### src/source/buf_pkg.sv
package buf_pkg;

    // width of one stream sample.
    localparam int sample_w = 16;

    // width of the event timestamp; the counter behind it wraps.
    localparam int time_w = 12;

    // width of the saturating count of dropped event records.
    localparam int lost_w = 8;

    // event codes carried in each log record.
    typedef enum logic [1:0] {
        evt_overflow   = 2'd0,
        evt_underflow  = 2'd1,
        evt_high_water = 2'd2
    } evt_code_t;

    // one log record, code in the upper bits and the stamp below.
    typedef struct packed {
        evt_code_t          code;
        logic [time_w-1:0]  stamp;
    } event_t;

endpackage
### src/source/stream_buffer_top.sv
`timescale 1ns/1ps

module stream_buffer_top #(
    parameter int sample_depth = 8,
    parameter int sample_afull = 6,
    parameter int sample_aempty = 2,
    parameter int event_depth = 4
) (
    input  logic                          clk,
    input  logic                          rst_n,
    input  logic                          wr_en,
    input  logic [buf_pkg::sample_w-1:0]  wr_data,
    input  logic                          rd_en,
    input  logic                          evt_rd_en,
    output logic [buf_pkg::sample_w-1:0]  rd_data,
    output logic                          full,
    output logic                          empty,
    output logic                          almost_full,
    output logic                          almost_empty,
    output buf_pkg::evt_code_t            evt_code,
    output logic [buf_pkg::time_w-1:0]    evt_time,
    output logic                          evt_empty,
    output logic [buf_pkg::lost_w-1:0]    lost_count
);

    logic            samp_overflow;
    logic            samp_underflow;
    logic            log_wr;
    logic            log_full;
    buf_pkg::event_t log_data;
    buf_pkg::event_t evt_rd_data;

    sync_fifo #(
        .payload_t    (logic [buf_pkg::sample_w-1:0]),
        .depth        (sample_depth),
        .afull_level  (sample_afull),
        .aempty_level (sample_aempty)
    ) sample_fifo (
        .clk          (clk),
        .rst_n        (rst_n),
        .wr_en        (wr_en),
        .wr_data      (wr_data),
        .rd_en        (rd_en),
        .rd_data      (rd_data),
        .full         (full),
        .empty        (empty),
        .almost_full  (almost_full),
        .almost_empty (almost_empty),
        .overflow     (samp_overflow),
        .underflow    (samp_underflow)
    );

    fifo_event_logger logger (
        .clk         (clk),
        .rst_n       (rst_n),
        .overflow    (samp_overflow),
        .underflow   (samp_underflow),
        .almost_full (almost_full),
        .log_full    (log_full),
        .log_wr      (log_wr),
        .log_data    (log_data),
        .lost_count  (lost_count)
    );

    // the event log only needs full and empty; the other flags stay open.
    sync_fifo #(
        .payload_t    (buf_pkg::event_t),
        .depth        (event_depth),
        .afull_level  (event_depth),
        .aempty_level (0)
    ) event_fifo (
        .clk          (clk),
        .rst_n        (rst_n),
        .wr_en        (log_wr),
        .wr_data      (log_data),
        .rd_en        (evt_rd_en),
        .rd_data      (evt_rd_data),
        .full         (log_full),
        .empty        (evt_empty),
        .almost_full  (),
        .almost_empty (),
        .overflow     (),
        .underflow    ()
    );

    assign evt_code = evt_rd_data.code;
    assign evt_time = evt_rd_data.stamp;

endmodule

### src/source/fifo_event_logger.sv
`timescale 1ns/1ps

module fifo_event_logger (
    input  logic                         clk,
    input  logic                         rst_n,
    input  logic                         overflow,
    input  logic                         underflow,
    input  logic                         almost_full,
    input  logic                         log_full,
    output logic                         log_wr,
    output buf_pkg::event_t              log_data,
    output logic [buf_pkg::lost_w-1:0]   lost_count
);

    logic [buf_pkg::time_w-1:0] stamp_cnt;
    logic                       afull_q;
    logic                       high_water;
    logic                       event_hit;
    buf_pkg::evt_code_t         code;

    // free-running cycle counter used as the timestamp, wraps silently.
    always_ff @(posedge clk or negedge rst_n) begin
        if (!rst_n) begin
            stamp_cnt <= '0;
        end else begin
            stamp_cnt <= stamp_cnt + buf_pkg::time_w'(1);
        end
    end

    always_ff @(posedge clk or negedge rst_n) begin
        if (!rst_n) begin
            afull_q <= 1'b0;
        end else begin
            afull_q <= almost_full;
        end
    end

    // only the crossing into almost-full is logged, not the whole stay there.
    assign high_water = almost_full && !afull_q;

    assign event_hit = overflow || underflow || high_water;

    // overflow and underflow never coincide, and high water is caused by an
    // accepted write, so the priority order only matters for safety.
    always_comb begin
        if (overflow) begin
            code = buf_pkg::evt_overflow;
        end else if (underflow) begin
            code = buf_pkg::evt_underflow;
        end else begin
            code = buf_pkg::evt_high_water;
        end
    end

    assign log_data.code  = code;
    assign log_data.stamp = stamp_cnt;

    // the record goes into the log FIFO in the detection cycle when there is room.
    assign log_wr = event_hit && !log_full;

    always_ff @(posedge clk or negedge rst_n) begin
        if (!rst_n) begin
            lost_count <= '0;
        end else if (event_hit && log_full && (lost_count != '1)) begin
            lost_count <= lost_count + buf_pkg::lost_w'(1);
        end
    end

endmodule

### src/source/sync_fifo.sv
`timescale 1ns/1ps

module sync_fifo #(
    parameter type payload_t = logic [7:0],
    parameter int depth = 8,
    parameter int afull_level = depth - 1,
    parameter int aempty_level = 1
) (
    input  logic     clk,
    input  logic     rst_n,
    input  logic     wr_en,
    input  payload_t wr_data,
    input  logic     rd_en,
    output payload_t rd_data,
    output logic     full,
    output logic     empty,
    output logic     almost_full,
    output logic     almost_empty,
    output logic     overflow,
    output logic     underflow
);

    localparam int addr_w = (depth > 1) ? $clog2(depth) : 1;
    localparam int cnt_w = $clog2(depth + 1);

    payload_t mem [depth];

    logic [addr_w-1:0] wr_ptr;
    logic [addr_w-1:0] rd_ptr;
    logic [cnt_w-1:0]  count;
    logic              wr_ok;
    logic              rd_ok;

    // a write to a full FIFO is refused even when a read happens in the same cycle.
    assign wr_ok = wr_en && !full;
    assign rd_ok = rd_en && !empty;

    // all level flags come straight from the occupancy count.
    assign full         = (count == cnt_w'(depth));
    assign empty        = (count == '0);
    assign almost_full  = (count >= cnt_w'(afull_level));
    assign almost_empty = (count <= cnt_w'(aempty_level));

    always_ff @(posedge clk or negedge rst_n) begin
        if (!rst_n) begin
            wr_ptr <= '0;
        end else if (wr_ok) begin
            if (wr_ptr == addr_w'(depth - 1)) begin
                wr_ptr <= '0;
            end else begin
                wr_ptr <= wr_ptr + addr_w'(1);
            end
        end
    end

    always_ff @(posedge clk or negedge rst_n) begin
        if (!rst_n) begin
            rd_ptr <= '0;
        end else if (rd_ok) begin
            if (rd_ptr == addr_w'(depth - 1)) begin
                rd_ptr <= '0;
            end else begin
                rd_ptr <= rd_ptr + addr_w'(1);
            end
        end
    end

    // a read and a write in the same cycle leave the count where it was.
    always_ff @(posedge clk or negedge rst_n) begin
        if (!rst_n) begin
            count <= '0;
        end else begin
            case ({wr_ok, rd_ok})
                2'b10: count <= count + cnt_w'(1);
                2'b01: count <= count - cnt_w'(1);
                default: count <= count;
            endcase
        end
    end

    always_ff @(posedge clk) begin
        if (wr_ok) begin
            mem[wr_ptr] <= wr_data;
        end
    end

    // registered read port, holds its word until the next accepted read.
    always_ff @(posedge clk or negedge rst_n) begin
        if (!rst_n) begin
            rd_data <= '0;
        end else if (rd_ok) begin
            rd_data <= mem[rd_ptr];
        end
    end

    // refusal pulses are high for the one cycle after the refused edge.
    always_ff @(posedge clk or negedge rst_n) begin
        if (!rst_n) begin
            overflow  <= 1'b0;
            underflow <= 1'b0;
        end else begin
            overflow  <= wr_en && full;
            underflow <= rd_en && empty;
        end
    end

endmodule

### config.mk
export PLATFORM = sky130hd
export DESIGN_NAME = stream_buffer_top
export DESIGN_NICKNAME = d
export VERILOG_FILES = /design/src/source/buf_pkg.sv /design/src/source/stream_buffer_top.sv /design/src/source/fifo_event_logger.sv /design/src/source/sync_fifo.sv
export SDC_FILE = /design/constraint.sdc
export NUM_CORES = 1
export LEC_CHECK = 0
export BUFFER_PORTS_ARGS = -buffer_cell sky130_fd_sc_hd__buf_4
export CAP_MARGIN = 20
export CORE_MARGIN = 8
export CORE_UTILIZATION = 53
export DETAILED_ROUTE_END_ITERATION = 10
export PLACE_DENSITY = 0.71
export SETUP_SLACK_MARGIN = 0.3
export SYNTH_ARGS = -nofsm -noshare
export SYNTH_HDL_FRONTEND = slang
export SYNTH_SLANG_ARGS = --single-unit
### constraint.sdc
create_clock -name clk -period 3.2 [get_ports clk]
set_clock_uncertainty 0.2 [all_clocks]
set_input_delay 0.64 -clock clk [delete_from_list [all_inputs] [get_ports clk]]
set_output_delay 0.64 -clock clk [all_outputs]
set_load 0.01 [all_outputs]
==> results_dict.tcl, run 1 <==
set metrics [dict create \
    drv_cap 0 \
    clock-sinks 254 \
    areaGrowthSynthToFinish_pct 16.1 \
    swShare_pct 28.8 \
    crit_required_ns 3.38 \
    netlist_area_um2 10100 \
    powerDensity_nw_per_um2 924 \
    antenna_found_initial 0 \
    ios 64 \
    hp-class "in2reg" \
    whs_path_depth 1 \
    num_vias 4959 \
    seq_power_share_pct 44.6 \
    slew_headroom_pct 50.9 \
    critPathMaxStageDelay_ns 0.47 \
    p_total_w 0.0108 \
    post-cts-setup-buffer-count 0 \
    start_util_pct 53.8 \
    cpLargestDelayFamily "compound AO/OA/AOI/OAI gates" \
    critPathCaptureType "flop" \
    placedCellCount 836 \
    power.share.combinational_pct 27.9 \
    crit_arrival_ns 2.89 \
    status "complete, no violations" \
    die_w_um 154 \
    rows 50 \
    hold_path_startpoint "wr_data[13]" \
    clk_latency_ns 0.51 \
    stdcell_count 882 \
    ff2ff_path_depth 7 \
    ys_async_sr_fraction_pct 27.6 \
    setup_ws_ns 0.485 \
    yosysMostFrequentCell "edfxtp_1" \
    cp_max_fo 8 \
    hold_slack_ns 0.159 \
    cts_buffer_depth 3 \
    grt.total_usage_pct 15.4 \
    synth_fp_nets 581 \
    finalSetupTns_ns 0 \
    ctsRootBufferMaster "clkbuf_16" \
    cts_made_buffers 25 \
    htreeDepth 1 \
    cts_tree "done" \
    rsz0062_at_grt "false" \
    syn_avg_cell_area_um2 18.5 \
    ys_seq_elements 254 \
    path_buf_inv 0 \
    synth_edf_count 184 \
    ys_warn_count 0 \
    slew_viol_final 0 \
    netlist_instances 543 \
    hpwl_mm 11.1 \
    fillers 1319 \
    grt_start_max_net_pins 49 \
    ir_worst_vdd_mv 0.576 \
    switchingPower_w 0.00311 \
    critical_path_class "reg2reg" \
    worst_pin_slew_ns 0.736 \
    place_ws_ns 0.466 \
    core_um2 18700 \
    ant_nets 0 \
    r2r-start "sample_fifo.count[1]" \
    yosys-top-cells-count "184 x edfxtp_1, 70 x dfrtp_1, 46 x mux4_2" \
    grt_pass1_wl_mm 28.5 \
    synth-seq-area-share_pct 72.3 \
    yosys.area.top_type "edfxtp_1" \
    drt-vias-per-instance 5.62 \
    rrSetupSlack_ns 0.48 \
    finalCriticalPeriod_ns 2.72 \
    p_int_w 0.00769 \
    fmax_ghz 0.368 \
    netlist_top_cells_area "edfxtp_1 55%, dfrtp_1 17%, mux4_2 10%, mux2i_1 1.9%, ha_1 1.9%" \
    drtPass1Iterations 4 \
    p_clk_share_pct 27.6 \
    p_leak_nw 4.33 \
    wirelength_mm 18.0 \
    rr_endpoint "sample_fifo.count[3]" \
    ys_types 51 \
    gp_congestion 0.757 \
    grt_pass1_vias 5290 \
    clk_pin_slew_ns 0.06 \
    setup_violations 0 \
    overflow 0 \
    die_h_um 154 \
    worstPathCellList "nor4b_2 > nand2b_2 > ha_2 > ha_1 > a21oi_1 > o21ai_0 > o311ai_0" \
    synth_top_area_share_pct 54.9 \
    io_buffers 63 \
    drtIter0Drc 271 \
    die-area_um2 23700 \
    n_antenna_cell 0 \
    worst_setup_path_start_kind "flop" \
    final_nets 668 \
    drive_above_1_share_pct 30.1 \
    drt-wirelength-per-cell_um 20.4 \
    hold_end "sample_fifo.mem[3][13]" \
    fin_crit_sh_pct 84.9 \
    hold_viol 0 \
    slowest_stage "dfrtp_1" \
    drc 0 \
    synth_flop_cell "edfxtp_1" \
]
registers in the layout, summed over array words and instances (netlist names):
| register | flops |
|---|---|
| event_fifo.rd_ptr | 2 |
| event_fifo.mem | 56 |
| sample_fifo.rd_ptr | 3 |
| sample_fifo.overflow | 1 |
| event_fifo.count | 3 |
| sample_fifo.count | 4 |
| sample_fifo.wr_ptr | 3 |
| logger.lost_count | 8 |
| event_fifo.rd_data | 14 |
| sample_fifo.rd_data | 16 |
| event_fifo.wr_ptr | 2 |
| logger.stamp_cnt | 12 |
| sample_fifo.underflow | 1 |
| sample_fifo.mem | 128 |
| logger.afull_q | 1 |
through the flow:
step,utilization [%],instance area [µm²]
after floorplan,-,10100
after global placement,57.9,10800
after detailed placement,57.9,10800
after CTS,62.5,11700
after global routing,62.5,11700
final,62.5,11700
worst max path at each step:
stage	slack (ns)	to	startpoint	cells past startpoint
floorplan	0.34	sample_fifo.mem[0][0]	sample_fifo.count[3]	4
detailed placement	0.47	sample_fifo.count[3]	sample_fifo.count[1]	7
global placement	0.65	sample_fifo.count[3]	sample_fifo.count[1]	7
finish	0.48	sample_fifo.count[3]	sample_fifo.count[1]	7
global route	0.31	sample_fifo.count[3]	sample_fifo.count[1]	7
CTS	0.42	sample_fifo.count[3]	sample_fifo.count[1]	7
cell usage in the layout (no fill, tap or decap), types with 2 or more instances in the layout:
master and instances:
mux4_2 46, nand4_1 4, clkinvlp_4 2, o21ai_0 4, o21ai_1 18, a21o_1 2, clkbuf_1 5, mux2i_1 19
a21oi_1 3, clkinv_2 5, edfxtp_1 184, and3_1 7, and2_1 2, nand2b_1 8, inv_1 16, mux2_2 15
nand2_1 29, nor4_2 2, dfrtp_1 69, nor2_1 16, mux2_1 7, clkbuf_16 25, nand3_1 7, xnor2_1 10
nor3_2 2, ha_1 14, fa_1 2, buf_4 78, clkbuf_8 3, bufinv_16 4, nor3_1 5, xor2_1 7
power by group through the flow:
stage / Combinational (W) / Sequential [W] / Clock [W]
after floorplan: 0.00212 / 0.00477 / 0
after detailed placement: 0.00308 / 0.00488 / 0
after CTS: 0.00309 / 0.00482 / 0.00305
after global routing: 0.00331 / 0.00490 / 0.00317
final: 0.00301 / 0.00481 / 0.00298
after global placement: 0.00295 / 0.00482 / 0
kinds of logic after synthesis:
| group | count (synthesis) | share of synthesized area (%) |
|---|---|---|
| AO/OA/AOI/OAI | 34 | 1.98 |
| XOR/XNOR | 17 | 1.48 |
| adder cells (fa/ha/maj) | 17 | 2.26 |
| buffers and inverters | 37 | 2.14 |
| flip-flops | 254 | 72.3 |
| multiplexers | 87 | 14.6 |
| AND/OR/NAND/NOR | 97 | 5.26 |
metal layers:
| metal | up-vias | part of all wire [%] | global-route usage [%] |
|---|---|---|---|
| met5 | - | 0 | 0 |
| met4 | 0 | 3.0 | 4.62 |
| met3 | 44 | 3.9 | 3.03 |
| met2 | 110 | 52 | 27.7 |
| met1 | 2527 | 41 | 18.4 |
| li1 | 2278 | - | - |
cell type report:
type / count / area [µm²] / area share, %
Sequential cell: 254 / 7280 / 62.3
Multi-Input combinational cell: 252 / 2590 / 22.2
Clock buffer: 33 / 686 / 5.86
Timing Repair Buffer: 80 / 616 / 5.27
Tap cell: 234 / 293 / 2.50
Clock inverter: 12 / 164 / 1.40
Inverter: 17 / 63.8 / 0.546
repair_timing:
action	in CTS	in global routing
endpoints found under the setup margin	0	1
hold buffers	1	0
gates resized for setup	0	1
endpoints found under the hold margin	47	0
worst reg2reg max path: stages, from the launching register on:
cell,delay [ns]
dfrtp_1,0.47
nor4b_2,0.39
nand2b_2,0.26
ha_2,0.27
ha_1,0.25
a21oi_1,0.23
o21ai_0,0.15
o311ai_0,0.37
Note: power is estimated with default switching activity, not from simulation.
==> inputs of run 2 (changes only) <==
--- a/config.mk
+++ b/config.mk
@@ -5,12 +5,13 @@
 export SDC_FILE = /design/constraint.sdc
 export NUM_CORES = 1
 export LEC_CHECK = 0
+export ABC_AREA = 1
 export BUFFER_PORTS_ARGS = -buffer_cell sky130_fd_sc_hd__buf_4
 export CAP_MARGIN = 20
 export CORE_MARGIN = 8
 export CORE_UTILIZATION = 53
 export DETAILED_ROUTE_END_ITERATION = 10
-export PLACE_DENSITY = 0.71
+export PLACE_DENSITY = 0.74
 export SETUP_SLACK_MARGIN = 0.3
 export SYNTH_ARGS = -nofsm -noshare
 export SYNTH_HDL_FRONTEND = slang
==> constraint.sdc (replaced) <==
create_clock -name clk -period 2.2 [get_ports clk]
set_clock_uncertainty 0.2 [all_clocks]
set_input_delay 0.44 -clock clk [delete_from_list [all_inputs] [get_ports clk]]
set_output_delay 0.44 -clock clk [all_outputs]
set_load 0.01 [all_outputs]
==> run 2 against run 1 <==
Die area increased by 5.0%. Critical path type is now reg2out. Sequential share of layout area fell by 6.2 points. Via count increased by 44%. Design area is 11% higher. Register-to-register slack worse by 0.35 ns. Global-route usage up 2.8 points. Sequential power up 40%. Hold slack better by 0.10 ns. Non-clock buffer count grew 60. Cell count grew 59%. First-iteration DRC count grew 72%. Flip-flop and latch count unchanged.
==> results_dict.tcl, run 2 <==
set metrics [dict create \
    finalCriticalPeriod_ns 2.10 \
    layout_common_cells "285 x nand2_1, 184 x edfxtp_1, 98 x buf_4" \
    rows 52 \
    seq_power_share_pct 39.7 \
    grt_pass1_wl_mm 35.9 \
    worstPathCellList "nor2_4 > nand3_4 > inv_2 > buf_6" \
    drc 0 \
    syn_avg_cell_area_um2 10.8 \
    slew_viol_final 0 \
    antenna_found_initial 0 \
    worst_pin_slew_ns 0.602 \
    htreeDepth 1 \
    status "complete, no violations" \
    worst_setup_path_start_kind "flop" \
    yosys-top-cells-count "286 x nand2_1, 184 x edfxtp_1, 98 x nor2_1" \
    p_int_w 0.0111 \
    areaGrowthSynthToFinish_pct 22.2 \
    switchingPower_w 0.00592 \
    num_vias 7130 \
    die_w_um 158 \
    critPathLaunch "sample_fifo.count[1]" \
    crit_arrival_ns 1.46 \
    final_common_cell "nand2_1" \
    power.share.combinational_pct 36.3 \
    critical_path_class "reg2out" \
    synth_edf_count 184 \
    synth_fp_nets 1023 \
    fin_crit_sh_pct 95.5 \
    yosysMostFrequentCell "nand2_1" \
    dpl_cell_area_um2 11700 \
    netlist_top_cells_area "edfxtp_1 52%, dfrtp_1 16%, nand2_1 10%, nand3_1 3.8%, o21ai_0 3.5%" \
    setup_violations 0 \
    ctsRootBufferMaster "clkbuf_16" \
    core_um2 20000 \
    clock-sinks 254 \
    finalSetupTns_ns 0 \
    stdcell_count 1404 \
    grt_pass1_vias 7022 \
    netlist_area_um2 10600 \
    r2r-start "sample_fifo.count[1]" \
    drive_above_1_share_pct 18.2 \
    path_buf_inv 2 \
    clk_latency_ns 0.53 \
    gp_congestion 0.759 \
    hp-class "in2reg" \
    placedCellCount 1313 \
    drt-vias-per-instance 5.08 \
    largest_reg_flops 128 \
    ys_types 31 \
    rr_endpoint "event_fifo.count[2]" \
    hold_slack_ns 0.260 \
    drtIter0Drc 466 \
    ant_nets 0 \
    ir_worst_vdd_mv 0.856 \
    synth_top_area_share_pct 51.9 \
    cpLargestDelayFamily "flip-flops" \
    crit_required_ns 1.56 \
    rrSetupSlack_ns 0.13 \
    grt.total_usage_pct 18.2 \
    grt_start_max_net_pins 66 \
    powerDensity_nw_per_um2 1310 \
    rsz0062_at_grt "true" \
    cts_tree "done" \
    fin_area_um2 13000 \
    n_antenna_cell 0 \
    drtPass1Iterations 5 \
    critPathCaptureType "primary output" \
    crit_cells 4 \
    cts_made_buffers 26 \
    fillers 1463 \
    yosys.area.top_type "edfxtp_1" \
    top_regs "sample_fifo.mem x128, event_fifo.mem x56, sample_fifo.rd_data x16" \
    synth-seq-area-share_pct 68.4 \
    multi_input_area_um2 3010 \
    ys_seq_elements 254 \
    ff2ff_path_depth 11 \
    wirelength_mm 22.3 \
    critPathMaxStageDelay_ns 0.44 \
    swShare_pct 34.9 \
    slew_headroom_pct 59.6 \
    start_util_pct 53.3 \
    die-area_um2 24900 \
    ys_warn_count 0 \
    final_nets 1153 \
    endpoint "full" \
    drt-wirelength-per-cell_um 15.9 \
    p_leak_nw 5.48 \
    cp_max_fo 4 \
    slowest_stage "dfrtp_2" \
    p_clk_share_pct 24.1 \
    hpwl_mm 13.0 \
    ios 64 \
    regArea_um2 7290 \
    drv_cap 0 \
    hold_viol 0 \
    synth_flop_cell "edfxtp_1" \
    die_h_um 158 \
    netlist_instances 985 \
    cts_buffer_depth 3 \
    fmax_ghz 0.476 \
    top_register "sample_fifo.mem" \
    clk_pin_slew_ns 0.06 \
    overflow 0 \
    io_buffers 63 \
    ys_async_sr_fraction_pct 27.6 \
]
[run 2: changes by cell type in the layout (fill, tap and decap cells not counted), sizes merged, moves of 19 or more]
cell	delta
buf	+42
inv	+62
mux2	-22
mux2i	-19
mux4	-46
nand2	+263
nand3	+74
nor2	+84
o21ai	+62
[run 2: timing repair]
item,CTS,global route
setup buffers,12,7
hold buffers,19,0
pin swaps,7,8
hold endpoints to repair,172,0
gates resized for setup,15,33
cloned,1,5
setup endpoints to repair,10,83
[run 2: how the worst min path moves through the flow]
stage | startpoint | end | slack (ns) | depth (start not counted)
2_1_floorplan | rst_n | event_fifo.count[0] | -0.06 | 0
3_3_place_gp | sample_fifo.rd_data[8] | sample_fifo.rd_data[8] | 0.27 | 2
3_5_place_dp | sample_fifo.rd_data[15] | sample_fifo.rd_data[15] | 0.27 | 2
4_1_cts | evt_rd_en | event_fifo.count[1] | 0.25 | 5
5_1_grt | evt_rd_en | event_fifo.count[1] | 0.28 | 5
6_report | evt_rd_en | event_fifo.count[1] | 0.26 | 5
[run 2: final cells by class]
type / count / area share (%)
repair buffers: 140 / 9.61
flip-flops and latches: 254 / 56.1
well taps: 270 / 2.60
inverters: 81 / 2.38
clock inverters: 8 / 0.539
clock buffers: 39 / 5.61
multi-input cells: 612 / 23.2
[run 2: cells by family after synthesis]
kind of cell	after synthesis	share of synthesized area [%]
buffers and inverters	119	4.71
adder cells (fa/ha/maj)	17	2.14
XOR/XNOR	18	1.48
AND/OR/NAND/NOR	488	19.0
flip-flops	254	68.4
AO/OA/AOI/OAI	89	4.25
[run 2: worst reg2reg max path, delay by kind of cell, from the launching register on]
kind                     cells  cell delay [ns]
adder cells (fa/ha/maj)      2             0.49
XOR/XNOR                     1             0.14
AO/OA/AOI/OAI                2             0.21
buffers and inverters        2             0.15
flip-flops                   1             0.44
AND/OR/NAND/NOR              4             0.33
[run 2: power groups by stage]
| stage | clock network (W) | registers (W) | logic [W] |
|---|---|---|---|
| 2_1_floorplan | 0 | 0.00687 | 0.00354 |
| 3_3_place_gp | 0 | 0.00678 | 0.00542 |
| 3_5_place_dp | 0 | 0.00683 | 0.00558 |
| 4_1_cts | 0.00415 | 0.00673 | 0.00595 |
| 5_1_grt | 0.00435 | 0.00684 | 0.00690 |
| 6_report | 0.00409 | 0.00673 | 0.00616 |
[run 2: metrics by stage]
stage	total power, W	worst slack [ns]	util (%)
finish	0.0170	0.0982	65.0
CTS	0.0168	0.133	64.2
floorplan	0.0104	0.132	-
global placement	0.0122	0.127	58.5
detailed placement	0.0124	0.0938	58.5
global route	0.0181	0.0324	65.0
[run 2: metal layers]
metal	routed length (µm)	up-vias	part of all wire, %	global-route usage (%)
li1	-	3533	-	-
met1	9030	3367	40	22.7
met2	11500	189	52	32.5
met3	1210	41	5.4	2.40
met4	533	0	2.4	5.03
met5	0	-	0	0
